<file path="config.mk">
export PLATFORM = sky130hd
export DESIGN_NAME = clkBoard
export DESIGN_NICKNAME = d
export VERILOG_FILES = /design/src/hw/clkPkg.sv /design/src/hw/clkBoard.sv /design/src/hw/diagReadMux.sv /design/src/hw/clockSequencer.sv /design/src/hw/burstCounter.sv /design/src/hw/configRegs.sv /design/src/hw/funcDecoder.sv
export SDC_FILE = /design/constraint.sdc
export NUM_CORES = 1
export LEC_CHECK = 0
export ABC_AREA = 1
export ABC_CLOCK_PERIOD_IN_PS = 2400
export BUFFER_PORTS_ARGS = -buffer_cell sky130_fd_sc_hd__buf_2
export CAP_MARGIN = 20
export CORE_ASPECT_RATIO = 1.1
export CORE_MARGIN = 3
export CORE_UTILIZATION = 30
export CTS_CLUSTER_SIZE = 30
export DETAILED_ROUTE_END_ITERATION = 7
export GPL_TIMING_DRIVEN = 0
export PLACE_DENSITY = 0.58
export REMOVE_ABC_BUFFERS = 1
export SKIP_LAST_GASP = 1
export SYNTH_ARGS = -nofsm -noshare
export SYNTH_HDL_FRONTEND = slang
export SYNTH_HIERARCHICAL = 1
export SYNTH_SLANG_ARGS = --single-unit
</file>
<file path="constraint.sdc">
create_clock -name CLK -period 2.4 [get_ports CLK]
set_clock_uncertainty 0.05 [all_clocks]
set_input_delay 0 -clock CLK [delete_from_list [all_inputs] [get_ports CLK]]
set_output_delay 0 -clock CLK [all_outputs]
set_load 0.05 [all_outputs]
</file>
<file path="src/hw/clkPkg.sv">
// EBOX clock board shared definitions
// Function codes, sequencer state and field types
package clkPkg;

  // Diagnostic function select, bus bits 4 to 6
  typedef logic [2:0] diagSelT;

  // Load data nibble, bus bits 32 to 35 (bit 3 is bus bit 32)
  typedef logic [3:0] ldDataT;

  // Diagnostic readback field
  typedef logic [5:0] readDataT;

  typedef logic [7:0] burstCountT;

  // Clock rate, divides by 1, 2, 4 or 8
  typedef logic [1:0] rateSelT;

  // Control functions 000 to 007
  typedef enum logic [2:0] {
    funcStop       = 3'd0,
    funcStart      = 3'd1,
    funcSingleStep = 3'd2,
    funcEboxSs     = 3'd3,  // Acts as stop
    funcCondSs     = 3'd4,  // Acts as single step
    funcBurst      = 3'd5,
    funcClrReset   = 3'd6,
    funcSetReset   = 3'd7
  } ctlFuncE;

  // Load functions 040 to 047
  typedef enum logic [2:0] {
    ldUnused0 = 3'd0,
    ldUnused1 = 3'd1,
    ld042     = 3'd2,  // Burst count low nibble
    ld043     = 3'd3,  // Burst count high nibble
    ld044     = 3'd4,  // Rate select
    ld045     = 3'd5,  // Domain disables
    ld046     = 3'd6,  // Parity check enables
    ld047     = 3'd7   // Miscellaneous bits
  } ldFuncE;

  // Clock sequencer run state
  typedef enum logic [1:0] {
    runIdle  = 2'd0,
    runFree  = 2'd1,
    runBurst = 2'd2,
    runStep  = 2'd3
  } runStateE;

endpackage
</file>
<file path="src/hw/clkBoard.sv">
// EBOX clock board top level
// Decoder, registers, burst counter, sequencer and readback mux
module clkBoard #(
  parameter int ebusResetCycles = 12
) (
  input  logic            CLK,
  input  logic            arstN,
  input  logic            diagCtlFunc,
  input  logic            diagLdFunc,
  input  clkPkg::diagSelT  diagSel,
  input  clkPkg::ldDataT   ldData,
  input  logic            diagRead,
  output clkPkg::readDataT readData,
  output logic            eboxClkEn,
  output logic            clkCrmEn,
  output logic            clkEdpEn,
  output logic            clkCtlEn,
  output logic            mrReset,
  output logic            ebusReset
);
  import clkPkg::*;

  // Function pulses
  logic start;
  logic stop;
  logic step;
  logic burst;
  logic clrReset;
  logic setReset;
  logic ldBurstLo;
  logic ldBurstHi;
  logic ldRate;
  logic ldDisable;
  logic ldParCheck;
  logic ldMisc;

  rateSelT    rateSel;
  logic       crmDis;
  logic       edpDis;
  logic       ctlDis;
  ldDataT     parCheck;
  ldDataT     misc;
  burstCountT burstCount;
  logic       burstZero;
  logic       burstTick;
  runStateE   runState;

  funcDecoder funcDecoder_inst (
    .CLK(CLK), .arstN(arstN),
    .diagCtlFunc(diagCtlFunc), .diagLdFunc(diagLdFunc), .diagSel(diagSel),
    .start(start), .stop(stop), .step(step), .burst(burst),
    .clrReset(clrReset), .setReset(setReset),
    .ldBurstLo(ldBurstLo), .ldBurstHi(ldBurstHi), .ldRate(ldRate),
    .ldDisable(ldDisable), .ldParCheck(ldParCheck), .ldMisc(ldMisc)
  );

  configRegs configRegs_inst (
    .CLK(CLK), .arstN(arstN),
    .ldRate(ldRate), .ldDisable(ldDisable), .ldParCheck(ldParCheck),
    .ldMisc(ldMisc), .ldData(ldData),
    .rateSel(rateSel), .crmDis(crmDis), .edpDis(edpDis), .ctlDis(ctlDis),
    .parCheck(parCheck), .misc(misc)
  );

  burstCounter burstCounter_inst (
    .CLK(CLK), .arstN(arstN),
    .ldBurstLo(ldBurstLo), .ldBurstHi(ldBurstHi), .burstTick(burstTick),
    .ldData(ldData), .burstCount(burstCount), .burstZero(burstZero)
  );

  clockSequencer #(
    .ebusResetCycles(ebusResetCycles)
  ) clockSequencer_inst (
    .CLK(CLK), .arstN(arstN),
    .start(start), .stop(stop), .step(step), .burst(burst),
    .clrReset(clrReset), .setReset(setReset),
    .crmDis(crmDis), .edpDis(edpDis), .ctlDis(ctlDis),
    .burstZero(burstZero), .rateSel(rateSel), .runState(runState),
    .eboxClkEn(eboxClkEn), .clkCrmEn(clkCrmEn), .clkEdpEn(clkEdpEn),
    .clkCtlEn(clkCtlEn), .burstTick(burstTick),
    .mrReset(mrReset), .ebusReset(ebusReset)
  );

  diagReadMux diagReadMux_inst (
    .diagRead(diagRead), .diagSel(diagSel), .burstCount(burstCount),
    .runState(runState), .rateSel(rateSel),
    .mrReset(mrReset), .ebusReset(ebusReset),
    .crmDis(crmDis), .edpDis(edpDis), .ctlDis(ctlDis),
    .parCheck(parCheck), .misc(misc), .readData(readData)
  );

endmodule

</file>
<file path="src/hw/diagReadMux.sv">
// Diagnostic readback multiplexer
// Returns one 6-bit status field per select while diagRead is high
module diagReadMux (
  input  logic              diagRead,
  input  clkPkg::diagSelT    diagSel,
  input  clkPkg::burstCountT burstCount,
  input  clkPkg::runStateE   runState,
  input  clkPkg::rateSelT    rateSel,
  input  logic              mrReset,
  input  logic              ebusReset,
  input  logic              crmDis,
  input  logic              edpDis,
  input  logic              ctlDis,
  input  clkPkg::ldDataT     parCheck,
  input  clkPkg::ldDataT     misc,
  output clkPkg::readDataT   readData
);

  always_comb begin
    readData = '0;
    if (diagRead) begin
      case (diagSel)
        3'd0: readData = {2'b00, burstCount[7:4]};
        3'd1: readData = {2'b00, burstCount[3:0]};
        3'd2: begin
          // Status word fills all six bits
          readData = {runState, rateSel, mrReset, ebusReset};
        end
        3'd3: readData = {3'b000, crmDis, edpDis, ctlDis};
        3'd4: readData = {2'b00, parCheck};
        3'd5: readData = {2'b00, misc};
        default: readData = '0;  // Selects 6 and 7 unused
      endcase
    end
  end

endmodule

</file>
<file path="src/hw/clockSequencer.sv">
// EBOX clock sequencer
// Run state machine, rate divider, machine reset and bus reset stretch
module clockSequencer #(
  parameter int ebusResetCycles = 12
) (
  input  logic            CLK,
  input  logic            arstN,
  input  logic            start,
  input  logic            stop,
  input  logic            step,
  input  logic            burst,
  input  logic            clrReset,
  input  logic            setReset,
  input  logic            crmDis,
  input  logic            edpDis,
  input  logic            ctlDis,
  input  logic            burstZero,
  input  clkPkg::rateSelT  rateSel,
  output clkPkg::runStateE runState,
  output logic            eboxClkEn,
  output logic            clkCrmEn,
  output logic            clkEdpEn,
  output logic            clkCtlEn,
  output logic            burstTick,
  output logic            mrReset,
  output logic            ebusReset
);
  import clkPkg::*;

  localparam int rstCntW = $clog2(ebusResetCycles + 1);

  logic [2:0]         rateDiv;
  logic [2:0]         rateMask;
  logic               rateTick;
  runStateE           nextState;
  logic [rstCntW-1:0] rstCnt;

  // Free running divider, tick every 2**rateSel cycles
  always_ff @(posedge CLK or negedge arstN) begin
    if (!arstN) begin
      rateDiv <= '0;
    end else begin
      rateDiv <= rateDiv + 3'd1;
    end
  end

  always_comb begin
    case (rateSel)
      2'd0:    rateMask = 3'b000;
      2'd1:    rateMask = 3'b001;
      2'd2:    rateMask = 3'b011;
      default: rateMask = 3'b111;
    endcase
  end

  assign rateTick = ((rateDiv & rateMask) == 3'b000);

  // Stop has priority over any new run request
  always_comb begin
    nextState = runState;
    if (stop) begin
      nextState = runIdle;
    end else if (start) begin
      nextState = runFree;
    end else if (burst) begin
      nextState = runBurst;
    end else if (step) begin
      nextState = runStep;
    end else if (rateTick) begin
      case (runState)
        runBurst: if (burstZero) nextState = runIdle;
        runStep:  nextState = runIdle;  // One pulse then done
        default: ;
      endcase
    end
  end

  always_ff @(posedge CLK or negedge arstN) begin
    if (!arstN) begin
      runState <= runIdle;
    end else begin
      runState <= nextState;
    end
  end

  // Clock pulses decided from the current state
  always_comb begin
    eboxClkEn = 1'b0;
    burstTick = 1'b0;
    if (rateTick) begin
      case (runState)
        runFree: eboxClkEn = 1'b1;
        runStep: eboxClkEn = 1'b1;
        runBurst: begin
          eboxClkEn = !burstZero;
          burstTick = !burstZero;
        end
        default: ;
      endcase
    end
  end

  assign clkCrmEn = eboxClkEn & ~crmDis;
  assign clkEdpEn = eboxClkEn & ~edpDis;
  assign clkCtlEn = eboxClkEn & ~ctlDis;

  // Machine reset is asserted out of reset
  always_ff @(posedge CLK or negedge arstN) begin
    if (!arstN) begin
      mrReset <= 1'b1;
    end else if (clrReset) begin
      mrReset <= 1'b1;
    end else if (setReset) begin
      mrReset <= 1'b0;
    end
  end

  // Bus reset stretch, counter saturates at the end
  always_ff @(posedge CLK or negedge arstN) begin
    if (!arstN) begin
      rstCnt <= '0;
    end else if (ebusReset) begin
      rstCnt <= rstCnt + 1'b1;
    end
  end

  assign ebusReset = (rstCnt != rstCntW'(ebusResetCycles));

endmodule

</file>
<file path="src/hw/burstCounter.sv">
// Burst counter
// Loaded a nibble at a time, counts down once per burst clock
module burstCounter (
  input  logic              CLK,
  input  logic              arstN,
  input  logic              ldBurstLo,
  input  logic              ldBurstHi,
  input  logic              burstTick,
  input  clkPkg::ldDataT     ldData,
  output clkPkg::burstCountT burstCount,
  output logic              burstZero
);
  import clkPkg::*;

  ldDataT ldDataQ;  // Bus data from the strobe cycle

  // Aligns the data with the decoded load pulse
  always_ff @(posedge CLK or negedge arstN) begin
    if (!arstN) begin
      ldDataQ <= '0;
    end else begin
      ldDataQ <= ldData;
    end
  end

  // Loads win over a tick in the same cycle
  always_ff @(posedge CLK or negedge arstN) begin
    if (!arstN) begin
      burstCount <= '0;
    end else if (ldBurstLo) begin
      burstCount <= {burstCount[7:4], ldDataQ};
    end else if (ldBurstHi) begin
      burstCount <= {ldDataQ, burstCount[3:0]};
    end else if (burstTick) begin
      burstCount <= burstCount - 8'd1;  // Sequencer never ticks at zero
    end
  end

  assign burstZero = (burstCount == '0);

endmodule

</file>
<file path="src/hw/configRegs.sv">
// Clock board configuration registers
// Rate select, domain disables, parity checks and miscellaneous bits
module configRegs (
  input  logic          CLK,
  input  logic          arstN,
  input  logic          ldRate,
  input  logic          ldDisable,
  input  logic          ldParCheck,
  input  logic          ldMisc,
  input  clkPkg::ldDataT ldData,
  output clkPkg::rateSelT rateSel,
  output logic          crmDis,
  output logic          edpDis,
  output logic          ctlDis,
  output clkPkg::ldDataT parCheck,
  output clkPkg::ldDataT misc
);
  import clkPkg::*;

  ldDataT ldDataQ;  // Bus data from the strobe cycle

  // Aligns the data with the decoded load pulse
  always_ff @(posedge CLK or negedge arstN) begin
    if (!arstN) begin
      ldDataQ <= '0;
    end else begin
      ldDataQ <= ldData;
    end
  end

  // Function 044 loads only the rate
  always_ff @(posedge CLK or negedge arstN) begin
    if (!arstN) begin
      rateSel <= '0;
    end else if (ldRate) begin
      rateSel <= ldDataQ[1:0];
    end
  end

  // Function 045 takes bus bits 33 to 35
  always_ff @(posedge CLK or negedge arstN) begin
    if (!arstN) begin
      crmDis <= 1'b0;
      edpDis <= 1'b0;
      ctlDis <= 1'b0;
    end else if (ldDisable) begin
      crmDis <= ldDataQ[2];
      edpDis <= ldDataQ[1];
      ctlDis <= ldDataQ[0];
    end
  end

  // Functions 046 and 047 are only stored for readback
  always_ff @(posedge CLK or negedge arstN) begin
    if (!arstN) begin
      parCheck <= '0;
      misc     <= '0;
    end else begin
      if (ldParCheck) begin
        parCheck <= ldDataQ;
      end
      if (ldMisc) begin
        misc <= ldDataQ;
      end
    end
  end

endmodule

</file>
<file path="src/hw/funcDecoder.sv">
// Diagnostic function decoder
// Registers bus strobes and turns them into one-cycle function pulses
module funcDecoder (
  input  logic           CLK,
  input  logic           arstN,
  input  logic           diagCtlFunc,
  input  logic           diagLdFunc,
  input  clkPkg::diagSelT diagSel,
  output logic           start,
  output logic           stop,
  output logic           step,
  output logic           burst,
  output logic           clrReset,
  output logic           setReset,
  output logic           ldBurstLo,
  output logic           ldBurstHi,
  output logic           ldRate,
  output logic           ldDisable,
  output logic           ldParCheck,
  output logic           ldMisc
);
  import clkPkg::*;

  logic    ctlQ;
  logic    ldQ;
  diagSelT selQ;
  ctlFuncE ctlCode;
  ldFuncE  ldCode;

  // Capture strobe and select in the same cycle
  always_ff @(posedge CLK or negedge arstN) begin
    if (!arstN) begin
      ctlQ <= 1'b0;
      ldQ  <= 1'b0;
      selQ <= '0;
    end else begin
      ctlQ <= diagCtlFunc;
      ldQ  <= diagLdFunc;
      selQ <= diagSel;
    end
  end

  assign ctlCode = ctlFuncE'(selQ);
  assign ldCode  = ldFuncE'(selQ);

  always_comb begin
    start    = 1'b0;
    stop     = 1'b0;
    step     = 1'b0;
    burst    = 1'b0;
    clrReset = 1'b0;
    setReset = 1'b0;
    if (ctlQ) begin
      case (ctlCode)
        funcStop, funcEboxSs:       stop     = 1'b1;
        funcStart:                  start    = 1'b1;
        funcSingleStep, funcCondSs: step     = 1'b1;
        funcBurst:                  burst    = 1'b1;
        funcClrReset:               clrReset = 1'b1;
        funcSetReset:               setReset = 1'b1;
        default: ;
      endcase
    end
  end

  always_comb begin
    ldBurstLo  = 1'b0;
    ldBurstHi  = 1'b0;
    ldRate     = 1'b0;
    ldDisable  = 1'b0;
    ldParCheck = 1'b0;
    ldMisc     = 1'b0;
    if (ldQ) begin
      case (ldCode)
        ld042:   ldBurstLo  = 1'b1;
        ld043:   ldBurstHi  = 1'b1;
        ld044:   ldRate     = 1'b1;
        ld045:   ldDisable  = 1'b1;
        ld046:   ldParCheck = 1'b1;
        ld047:   ldMisc     = 1'b1;
        default: ;  // 040 and 041 do nothing
      endcase
    end
  end

endmodule

</file>
==> flow_metrics.env, run 1 <==
export IMPL_hold_worst_slack_ns=0.167
export IMPL_grt_usage=0.128
export IMPL_syn_area_sq_um=2350
export IMPL_coreArea_sq_um=7560
export IMPL_postCtsSetupRepairBufs=0
export IMPL_cts_num_sinks=44
export IMPL_crit_family="simple AND/OR/NAND/NOR gates"
export IMPL_dp_slack_ns=0.0431
export IMPL_grt_pass1_vias=1946
export IMPL_synth_edff_count=0
export IMPL_die_y_um=98.9
export IMPL_drc=0
export IMPL_rsz0062_at_grt="false"
export IMPL_io_pins=24
export IMPL_cp_max_fo=8
export IMPL_critPathLaunch="burstCounter_inst/burstCount[1]$_DFFE_PN0P_"
export IMPL_antenna_found_initial=0
export IMPL_peakVddDrop_uv=376
export IMPL_place_gp_congestion=0.822
export IMPL_finalCriticalPeriod_ns=2.10
export IMPL_fin_nets=351
export IMPL_viasPerCell=4.55
export IMPL_final_cell_mix="90 x nand2_1, 43 x dfrtp_1, 30 x nor2_1"
export IMPL_worstMarginPinSlew_ns=0.909
export IMPL_clkTransAtPathRegs_ns=0.09
export IMPL_clk_latency_ns=0.30
export IMPL_yosys_warnings=6
export IMPL_finalSetupViolCount=0
export IMPL_cp_required_ns=2.55
export IMPL_cts_tree="done"
export IMPL_num_vias=2000
export IMPL_drive_above_1_share=0.176
export IMPL_hp_class="primary input to asynchronous set/reset pin"
export IMPL_grt_pass1_wl_um=9310
export IMPL_clock_path_buffers=2
export IMPL_tns_ns=0
export IMPL_slowest_delay_ns=0.43
export IMPL_wl_um=5450
export IMPL_fmax_mhz=476
export IMPL_critPathBufInv=1
export IMPL_arrival_ns=2.25
export IMPL_path_common_cell="nand2_1"
export IMPL_seq_area_frac_synth=0.469
export IMPL_rows=33
export IMPL_drt_iter0_markers=125
export IMPL_fin_crit_sh=0.875
export IMPL_portBuffers=23
export IMPL_root_buffer="clkbuf_8"
export IMPL_synthFlopType="dfrtp_1"
export IMPL_avgRoutedWirePerCell_um=12.4
export IMPL_ys_ff_latch=44
export IMPL_leakage_nw=1.44
export IMPL_fp_dieW_um=90.4
export IMPL_hold_viol_final=0
export IMPL_rr_startpoint="burstCounter_inst/burstCount[1]$_DFFE_PN0P_"
export IMPL_synthToLayoutAreaGrowth_pct=20.2
export IMPL_drv_slew=0
export IMPL_antenna_cells=0
export IMPL_outcome="finished clean"
export IMPL_path_cells="inv_1 -> ha_1 -> nand3_1 -> nor4_2 -> nor3b_2 -> and2_1 -> o21ai_4 -> a21oi_1 -> nand2_1 -> nand2_1"
export IMPL_synthCells=297
export IMPL_postLayoutSetupSlackWorst_ns=0.300
export IMPL_synthDistinctLibCells=36
export IMPL_async_flop_share=1.00
export IMPL_power_density_nw_per_um2=810
export IMPL_detail_route_antenna_nets=0
export IMPL_worst_setup_path_end_kind="flip-flop"
export IMPL_final_common_cell="nand2_1"
export IMPL_initial_utilization=0.311
export IMPL_numCtsBuffers=5
export IMPL_dieArea_sq_um=8940
export IMPL_path_class="flip-flop to flip-flop"
export IMPL_slowest_stage="dfrtp_1"
export IMPL_dr_pass1_iters=4
export IMPL_drv_cap=0
export IMPL_dpl_hpwl_um=3970
export IMPL_start_kind="flip-flop"
export IMPL_grt_start_max_net_pins=45
export IMPL_h_tree_depth=2
export IMPL_overflow=0
export IMPL_relSlewSlack=0.389
export IMPL_syn_area_per_cell_sq_um=7.92
[metal layers]
layer	routed length, um	global-route usage	up-vias
li1	-	-	1026
met1	2470	0.166	933
met2	2760	0.222	32
met3	154	0.0198	9
met4	70	0.0353	0
met5	0	0	-
[cells in the mapped netlist, types with 2 or more instances]
library cell  instances  share of area
nor3_1                5          0.011
o21ai_2               2         0.0074
nor2_1               30          0.048
nand3_1              26          0.055
a21oi_1               6          0.013
inv_1                28          0.045
nor2_2                4          0.011
ha_1                  5          0.027
nand3b_1              2         0.0064
nand2_1              90           0.14
inv_2                 8          0.013
nand4_1              13          0.035
xor2_1                2         0.0074
dfrtp_1              43           0.46
o21ai_1               4         0.0085
o21ai_0               3         0.0064
nand2_2               2         0.0053
o21a_1                4          0.013
buf_4                 3         0.0096
[final timing paths]
kind / to / slack, ns / cells past startpoint
worst min-delay path: clockSequencer_inst/runState[0]$_DFFE_PN0P_ / 0.17 / 2
worst max-delay path: burstCounter_inst/burstCount[5]$_DFFE_PN0P_ / 0.30 / 10
worst min register to register: clockSequencer_inst/rateDiv[2]$_DFF_PN0_ / 0.42 / 1
max in group asynchronous: configRegs_inst/ldDataQ[0]$_DFF_PN0_ / 1.63 / 3
min in group CLK: funcDecoder_inst/ctlQ$_DFF_PN0_ / 0.29 / 2
worst max register to register: burstCounter_inst/burstCount[5]$_DFFE_PN0P_ / 0.30 / 10
[cells by family after synthesis]
kind of cell / share of synthesized area
simple gates: 0.348
flops: 0.469
buf+inv: 0.0782
compound gates: 0.0670
fa+ha+maj: 0.0266
xor+xnor: 0.0112
[power by group]
group          internal [W]  switching (W)  total, W
Clock              0.000341       0.000263  0.000604
Sequential         0.000866       0.000142   0.00101
Combinational      0.000228       0.000451  0.000679
Total               0.00144       0.000856   0.00229
[sequential cells by signal, indices dropped and copies added, names as in the netlist]
name                          cells
funcDecoder_inst/ctlCode          3
clockSequencer_inst/mrReset       1
burstCounter_inst/ldDataQ         4
configRegs_inst/misc              4
clockSequencer_inst/rstCnt        4
configRegs_inst/ctlDis            1
clockSequencer_inst/rateDiv       3
burstCounter_inst/burstCount      8
configRegs_inst/edpDis            1
configRegs_inst/parCheck          4
funcDecoder_inst/ldQ              1
funcDecoder_inst/ctlQ             1
configRegs_inst/crmDis            1
configRegs_inst/ldDataQ           4
clockSequencer_inst/runState      2
configRegs_inst/rateSel           2
[final cells by class]
cell class / count / area (sq um)
inverter: 38 / 150
multi-input combinational: 211 / 1080
sequential: 44 / 1100
fill: 777 / 4730
clock inverter: 2 / 38.8
tap: 105 / 131
timing repair buffer: 34 / 243
clock buffer: 6 / 82.6
[worst register-to-register path, cell delays in order, from the launching register on]
cell and delay [ns]:
dfrtp_1 0.43, inv_1 0.16, ha_1 0.17, nand3_1 0.09, nor4_2 0.26, nor3b_2 0.10, and2_1 0.27, o21ai_4 0.27
a21oi_1 0.07, nand2_1 0.09, nand2_1 0.05
[through the flow]
step / std cells / instance area (sq um) / utilization / power (W)
after floorplan: 293 / 2320 / - / 0.00148
final: 440 / 2830 / 0.374 / 0.00229
after global routing: 440 / 2830 / 0.374 / 0.00245
after detailed placement: 421 / 2560 / 0.339 / 0.00167
after global placement: 421 / 2560 / 0.339 / 0.00165
after CTS: 439 / 2790 / 0.369 / 0.00229
[timing repair]
| item | 4_1_cts | 5_1_grt |
|---|---|---|
| endpoints found under the setup margin | 0 | 11 |
| hold buffers | 10 | 0 |
| hold endpoints to repair | 56 | 0 |
| gates resized for setup | 0 | 2 |
No activity file was read; power rests on OpenSTA's default activity.
==> run 2: changes to the inputs <==
ABC_CLOCK_PERIOD_IN_PS = 2700   (was 2400)
PLACE_DENSITY = 0.59   (was 0.58)
SYNTH_HIERARCHICAL = default   (was 1)
clock period = 2.7 ns   (was 2.4 ns; I/O delays follow)
==> flow_metrics.env, run 2 <==
export IMPL_start_kind="primary input"
export IMPL_finalSetupViolCount=0
export IMPL_cp_max_fo=4
export IMPL_fill_cells=697
export IMPL_clkTransAtPathRegs_ns=0.07
export IMPL_overflow=0
export IMPL_worstMarginPinSlew_ns=0.889
export IMPL_synth_most_common_cell="nand2_1"
export IMPL_power_density_nw_per_um2=785
export IMPL_arrival_ns=1.94
export IMPL_ys_ff_latch=40
export IMPL_drv_slew=0
export IMPL_largest_reg_flops=8
export IMPL_h_tree_depth=2
export IMPL_final_cell_mix="92 x nand2_1, 39 x dfrtp_1, 31 x inv_1, 31 x nand3_1, 23 x buf_2"
export IMPL_dieArea_sq_um=8090
export IMPL_seq_area_frac_synth=0.474
export IMPL_yosys_warnings=0
export IMPL_peakVddDrop_uv=372
export IMPL_worst_setup_path_end_kind="output port"
export IMPL_netlist_area_leader_share=0.462
export IMPL_dpl_hpwl_um=3690
export IMPL_cts_num_sinks=40
export IMPL_cts_hold_buf=10
export IMPL_synthToLayoutAreaGrowth_pct=20.0
export IMPL_leakage_nw=1.33
export IMPL_io_pins=24
export IMPL_antenna_cells=0
export IMPL_yosys_top_cells_count="92 x nand2_1, 39 x dfrtp_1, 31 x inv_1, 31 x nand3_1, 20 x nor2_1"
export IMPL_dr_pass1_iters=4
export IMPL_synthFlopType="dfrtp_1"
export IMPL_grt_pass1_wl_um=8350
export IMPL_die_y_um=94.0
export IMPL_relSlewSlack=0.407
export IMPL_cts_resized=0
export IMPL_root_buffer="clkbuf_8"
export IMPL_async_flop_share=1.00
export IMPL_synthDistinctLibCells=26
export IMPL_syn_area_sq_um=2110
export IMPL_grt_usage=0.132
export IMPL_fin_crit_sh=0.737
export IMPL_tns_ns=0
export IMPL_synth_top_area_cell="dfrtp_1"
export IMPL_finalCriticalPeriod_ns=1.99
export IMPL_synth_edff_count=0
export IMPL_hp_class="primary input to flip-flop"
export IMPL_grt_pass1_vias=1834
export IMPL_rows=31
export IMPL_drt_iter0_markers=92
export IMPL_clock_path_buffers=2
export IMPL_final_common_cell="nand2_1"
export IMPL_hold_worst_slack_ns=0.291
export IMPL_synthTopCellsByArea="dfrtp_1 46%, nand2_1 16%, nand3_1 7.3%, inv_1 5.5%, o21ai_0 4.0%"
export IMPL_path_class="primary input to output port"
export IMPL_antenna_found_initial=0
export IMPL_hold_viol_final=0
export IMPL_coreArea_sq_um=6710
export IMPL_avgRoutedWirePerCell_um=12.4
export IMPL_outcome="finished clean"
export IMPL_viasPerCell=4.76
export IMPL_syn_area_per_cell_sq_um=7.71
export IMPL_portBuffers=23
export IMPL_placed_area_sq_um=2310
export IMPL_drc=0
export IMPL_postCtsSetupRepairBufs=0
export IMPL_detail_route_antenna_nets=0
export IMPL_wl_um=4900
export IMPL_design_area_sq_um=2530
export IMPL_drv_cap=0
export IMPL_numCtsBuffers=5
export IMPL_drive_above_1_share=0.141
export IMPL_fin_nets=329
export IMPL_largest_register="burstCounter_inst.burstCount"
export IMPL_cp_required_ns=2.65
export IMPL_place_gp_congestion=0.836
export IMPL_fmax_mhz=503
export IMPL_clk_latency_ns=0.29
export IMPL_num_vias=1880
export IMPL_rsz0062_at_grt="false"
export IMPL_synthCells=274
export IMPL_final_core_util=0.378
export IMPL_cts_tree="done"
export IMPL_initial_utilization=0.315
export IMPL_fp_dieW_um=86.0
export IMPL_grt_start_max_net_pins=41
[run 2: cell types whose count changed after synthesis, moves of 4 or more]
cell,previous run,this run
nand3_1,26,31
inv_2,8,2
o22ai_1,0,5
nor2_1,30,20
o21ai_0,3,17
o21a_1,4,0
dfrtp_1,43,39
nand4_1,13,2
[run 2: worst paths after layout]
| check | start | to | slack (ns) | cells past startpoint |
|---|---|---|---|---|
| worst max register to register | burstCounter_inst.burstCount[3]$_DFFE_PN0P_ | burstCounter_inst.burstCount[7]$_DFFE_PN0P_ | 1.14 | 9 |
| worst min register to register | clockSequencer_inst.rateDiv[2]$_DFF_PN0_ | clockSequencer_inst.rateDiv[2]$_DFF_PN0_ | 0.43 | 1 |
| worst min-delay path | ldData[0] | burstCounter_inst.ldDataQ[0]$_DFF_PN0_ | 0.29 | 2 |
| min in group asynchronous | arstN | configRegs_inst.crmDis$_DFFE_PN0P_ | 0.32 | 2 |
| max in group asynchronous | arstN | funcDecoder_inst.ctlQ$_DFF_PN0_ | 1.73 | 2 |
| worst max-delay path | diagSel[1] | readData[1] | 0.71 | 9 |
[run 2: worst max-delay path: stages]
cell and delay, ns:
dlygate4sd3_1 0.51, buf_2 0.15, inv_1 0.09, nor3_1 0.42
nand2_1 0.11, nand3_1 0.11, nor2_1 0.04, a21oi_1 0.19
buf_2 0.31
[run 2: kinds of logic after synthesis]
group,after synthesis,share of synthesized area
xor+xnor,4,0.0166
compound gates,28,0.0770
buf+inv,35,0.0693
flops,40,0.474
simple gates,162,0.333
fa+ha+maj,5,0.0296
[run 2: stage by stage]
stage	setup slack (ns)	std cells	power, W
6_report	0.710	395	0.00199
2_1_floorplan	0.613	272	0.00129
3_5_place_dp	1.15	377	0.00146
3_3_place_gp	1.16	377	0.00144
5_1_grt	0.587	395	0.00215
4_1_cts	0.755	395	0.00201
[run 2: layer usage]
metal,global-route usage,share of wire,vias up
met5,0,0,-
met4,0.0528,0.021,0
met3,0.0289,0.052,8
met2,0.210,0.45,55
met1,0.172,0.48,867
li1,-,-,950
[run 2: final cells by class]
| class | count | area, sq um | share of cell area |
|---|---|---|---|
| Sequential cell | 40 | 1000 | 0.395 |
| Tap cell | 82 | 103 | 0.0405 |
| Inverter | 33 | 124 | 0.0489 |
| Clock inverter | 1 | 30.0 | 0.0118 |
| Timing Repair Buffer | 33 | 215 | 0.0849 |
| Clock buffer | 7 | 96.3 | 0.0380 |
| Multi-Input combinational cell | 199 | 965 | 0.381 |
[run 2: power breakdown]
part | switching, W | total, W | internal, W
clock | 0.000206 | 0.000532 | 0.000326
combinational | 0.000443 | 0.000666 | 0.000223
sequential | 0.0000845 | 0.000791 | 0.000706
total | 0.000733 | 0.00199 | 0.00126
==> run 3: changes to the inputs <==
ABC_CLOCK_PERIOD_IN_PS = 1900   (was 2700)
clock period = 1.9 ns   (was 2.7 ns; I/O delays follow)
==> flow_metrics.env, run 3 (same netlist as run 2, synthesis figures left out) <==
export IMPL_holdPathEnd="burstCounter_inst.ldDataQ[0]$_DFF_PN0_"
export IMPL_reg2reg_setup_slack_ns=0.36
export IMPL_worstMarginPinSlew_ns=0.889
export IMPL_cts_num_sinks=40
export IMPL_slowest_delay_ns=0.41
export IMPL_power_density_nw_per_um2=1110
export IMPL_coreArea_sq_um=6710
export IMPL_arrival_ns=1.71
export IMPL_final_cells=395
export IMPL_clk_latency_ns=0.29
export IMPL_start_kind="flip-flop"
export IMPL_hold_viol_final=0
export IMPL_synthToLayoutAreaGrowth_pct=21.6
export IMPL_largest_reg_flops=8
export IMPL_path_cells="inv_1 -> nand2_1 -> nor2_2 -> nand2_1 -> nand2_1 -> nand2_1 -> nand2_2 -> inv_1 -> buf_2"
export IMPL_initial_utilization=0.315
export IMPL_cp_depth=9
export IMPL_finalSetupViolCount=0
export IMPL_antenna_found_initial=0
export IMPL_drv_cap=0
export IMPL_grt_usage=0.132
export IMPL_peakVddDrop_uv=460
export IMPL_worstHoldPathCells=2
export IMPL_final_common_cell="nand2_1"
export IMPL_die_y_um=94.0
export IMPL_relSlewSlack=0.407
export IMPL_num_vias=1872
export IMPL_fmax_mhz=567
export IMPL_slowest_stage="dfrtp_1"
export IMPL_dpl_hpwl_um=3690
export IMPL_rr_worst_depth=9
export IMPL_path_common_cell="nand2_1"
export IMPL_grt_start_max_net_pins=41
export IMPL_wl_um=4900
export IMPL_path_class="flip-flop to output port"
export IMPL_finalCriticalPeriod_ns=1.76
export IMPL_drt_iter0_markers=119
export IMPL_placed_cells=377
export IMPL_cts_tree="done"
export IMPL_hp_class="primary input to flip-flop"
export IMPL_grt_pass1_wl_um=8370
export IMPL_detail_route_antenna_nets=0
export IMPL_io_pins=24
export IMPL_fp_dieW_um=86.0
export IMPL_grt_pass1_vias=1838
export IMPL_crit_family="simple AND/OR/NAND/NOR gates"
export IMPL_avgRoutedWirePerCell_um=12.4
export IMPL_cp_max_fo=5
export IMPL_largest_register="burstCounter_inst.burstCount"
export IMPL_numCtsBuffers=5
export IMPL_antenna_cells=0
export IMPL_viasPerCell=4.74
export IMPL_root_buffer="clkbuf_8"
export IMPL_r2r_end="burstCounter_inst.burstCount[7]$_DFFE_PN0P_"
export IMPL_critPathBufInv=3
export IMPL_leakage_nw=1.34
export IMPL_critPathLaunch="burstCounter_inst.burstCount[2]$_DFFE_PN0P_"
export IMPL_fin_crit_sh=0.928
export IMPL_drc=0
export IMPL_min_from="ldData[0]"
export IMPL_overflow=0
export IMPL_drive_above_1_share=0.160
export IMPL_dr_pass1_iters=5
export IMPL_place_gp_congestion=0.836
export IMPL_drv_slew=0
export IMPL_power_total_w=0.00286
export IMPL_clkTransAtPathRegs_ns=0.07
export IMPL_dieArea_sq_um=8090
export IMPL_portBuffers=23
export IMPL_rr_startpoint="burstCounter_inst.burstCount[2]$_DFFE_PN0P_"
export IMPL_cp_required_ns=1.85
export IMPL_h_tree_depth=2
export IMPL_rows=31
export IMPL_outcome="finished clean"
export IMPL_worst_setup_path_end_kind="output port"
export IMPL_clock_path_buffers=2
export IMPL_final_cell_mix="91 x nand2_1, 39 x dfrtp_1, 30 x nand3_1"
export IMPL_rsz0062_at_grt="false"
export IMPL_hold_worst_slack_ns=0.291
export IMPL_fin_nets=329
## run 3: area by class of cell
| class | instances | area [sq um] |
|---|---|---|
| tap | 82 | 103 |
| multi-input combinational | 199 | 977 |
| timing repair buffer | 33 | 236 |
| clock inverter | 1 | 30.0 |
| inverter | 33 | 124 |
| clock buffer | 7 | 96.3 |
| sequential | 40 | 1000 |
| fill | 696 | 4140 |
## run 3: metrics by stage
stage,cell area (sq um),setup slack (ns),setup TNS (ns),utilization
CTS,2530,0.0786,0,0.378
finish,2570,0.137,0,0.383
global placement,2310,0.363,0,0.344
detailed placement,2310,0.353,0,0.344
floorplan,2090,-0.187,-0.187,-
global route,2570,0.00727,0,0.383
## run 3: metal layers
| metal | share of wire | vias to the layer above | routed length, um | global-route usage |
|---|---|---|---|---|
| met5 | 0 | - | 0 | 0 |
| li1 | - | 950 | - | - |
| met1 | 0.48 | 861 | 2340 | 0.172 |
| met3 | 0.045 | 10 | 222 | 0.0289 |
| met2 | 0.46 | 51 | 2230 | 0.210 |
| met4 | 0.020 | 0 | 99 | 0.0528 |
## run 3: power by group
| group | internal, W | total [W] | switching (W) |
|---|---|---|---|
| sequential | 0.00100 | 0.00113 | 0.000125 |
| clock | 0.000463 | 0.000752 | 0.000289 |
| combinational | 0.000340 | 0.000975 | 0.000635 |
| total | 0.00181 | 0.00286 | 0.00105 |
## run 3: repair_timing
item / in CTS / in global routing
hold endpoints to repair: 48 / 0
setup endpoints to repair: 0 / 5
hold buffers: 10 / 0
gates resized for setup: 0 / 16
buffers inserted: 0 / 0
## run 3: how the worst max path moves through the flow
| stage | endpoint | slack, ns |
|---|---|---|
| after CTS | clkEdpEn | 0.08 |
| after global placement | burstCounter_inst.burstCount[5]$_DFFE_PN0P_ | 0.36 |
| final | eboxClkEn | 0.14 |
| after detailed placement | burstCounter_inst.burstCount[4]$_DFFE_PN0P_ | 0.35 |
| after global routing | eboxClkEn | 0.007 |
| after floorplan | readData[0] | -0.19 |
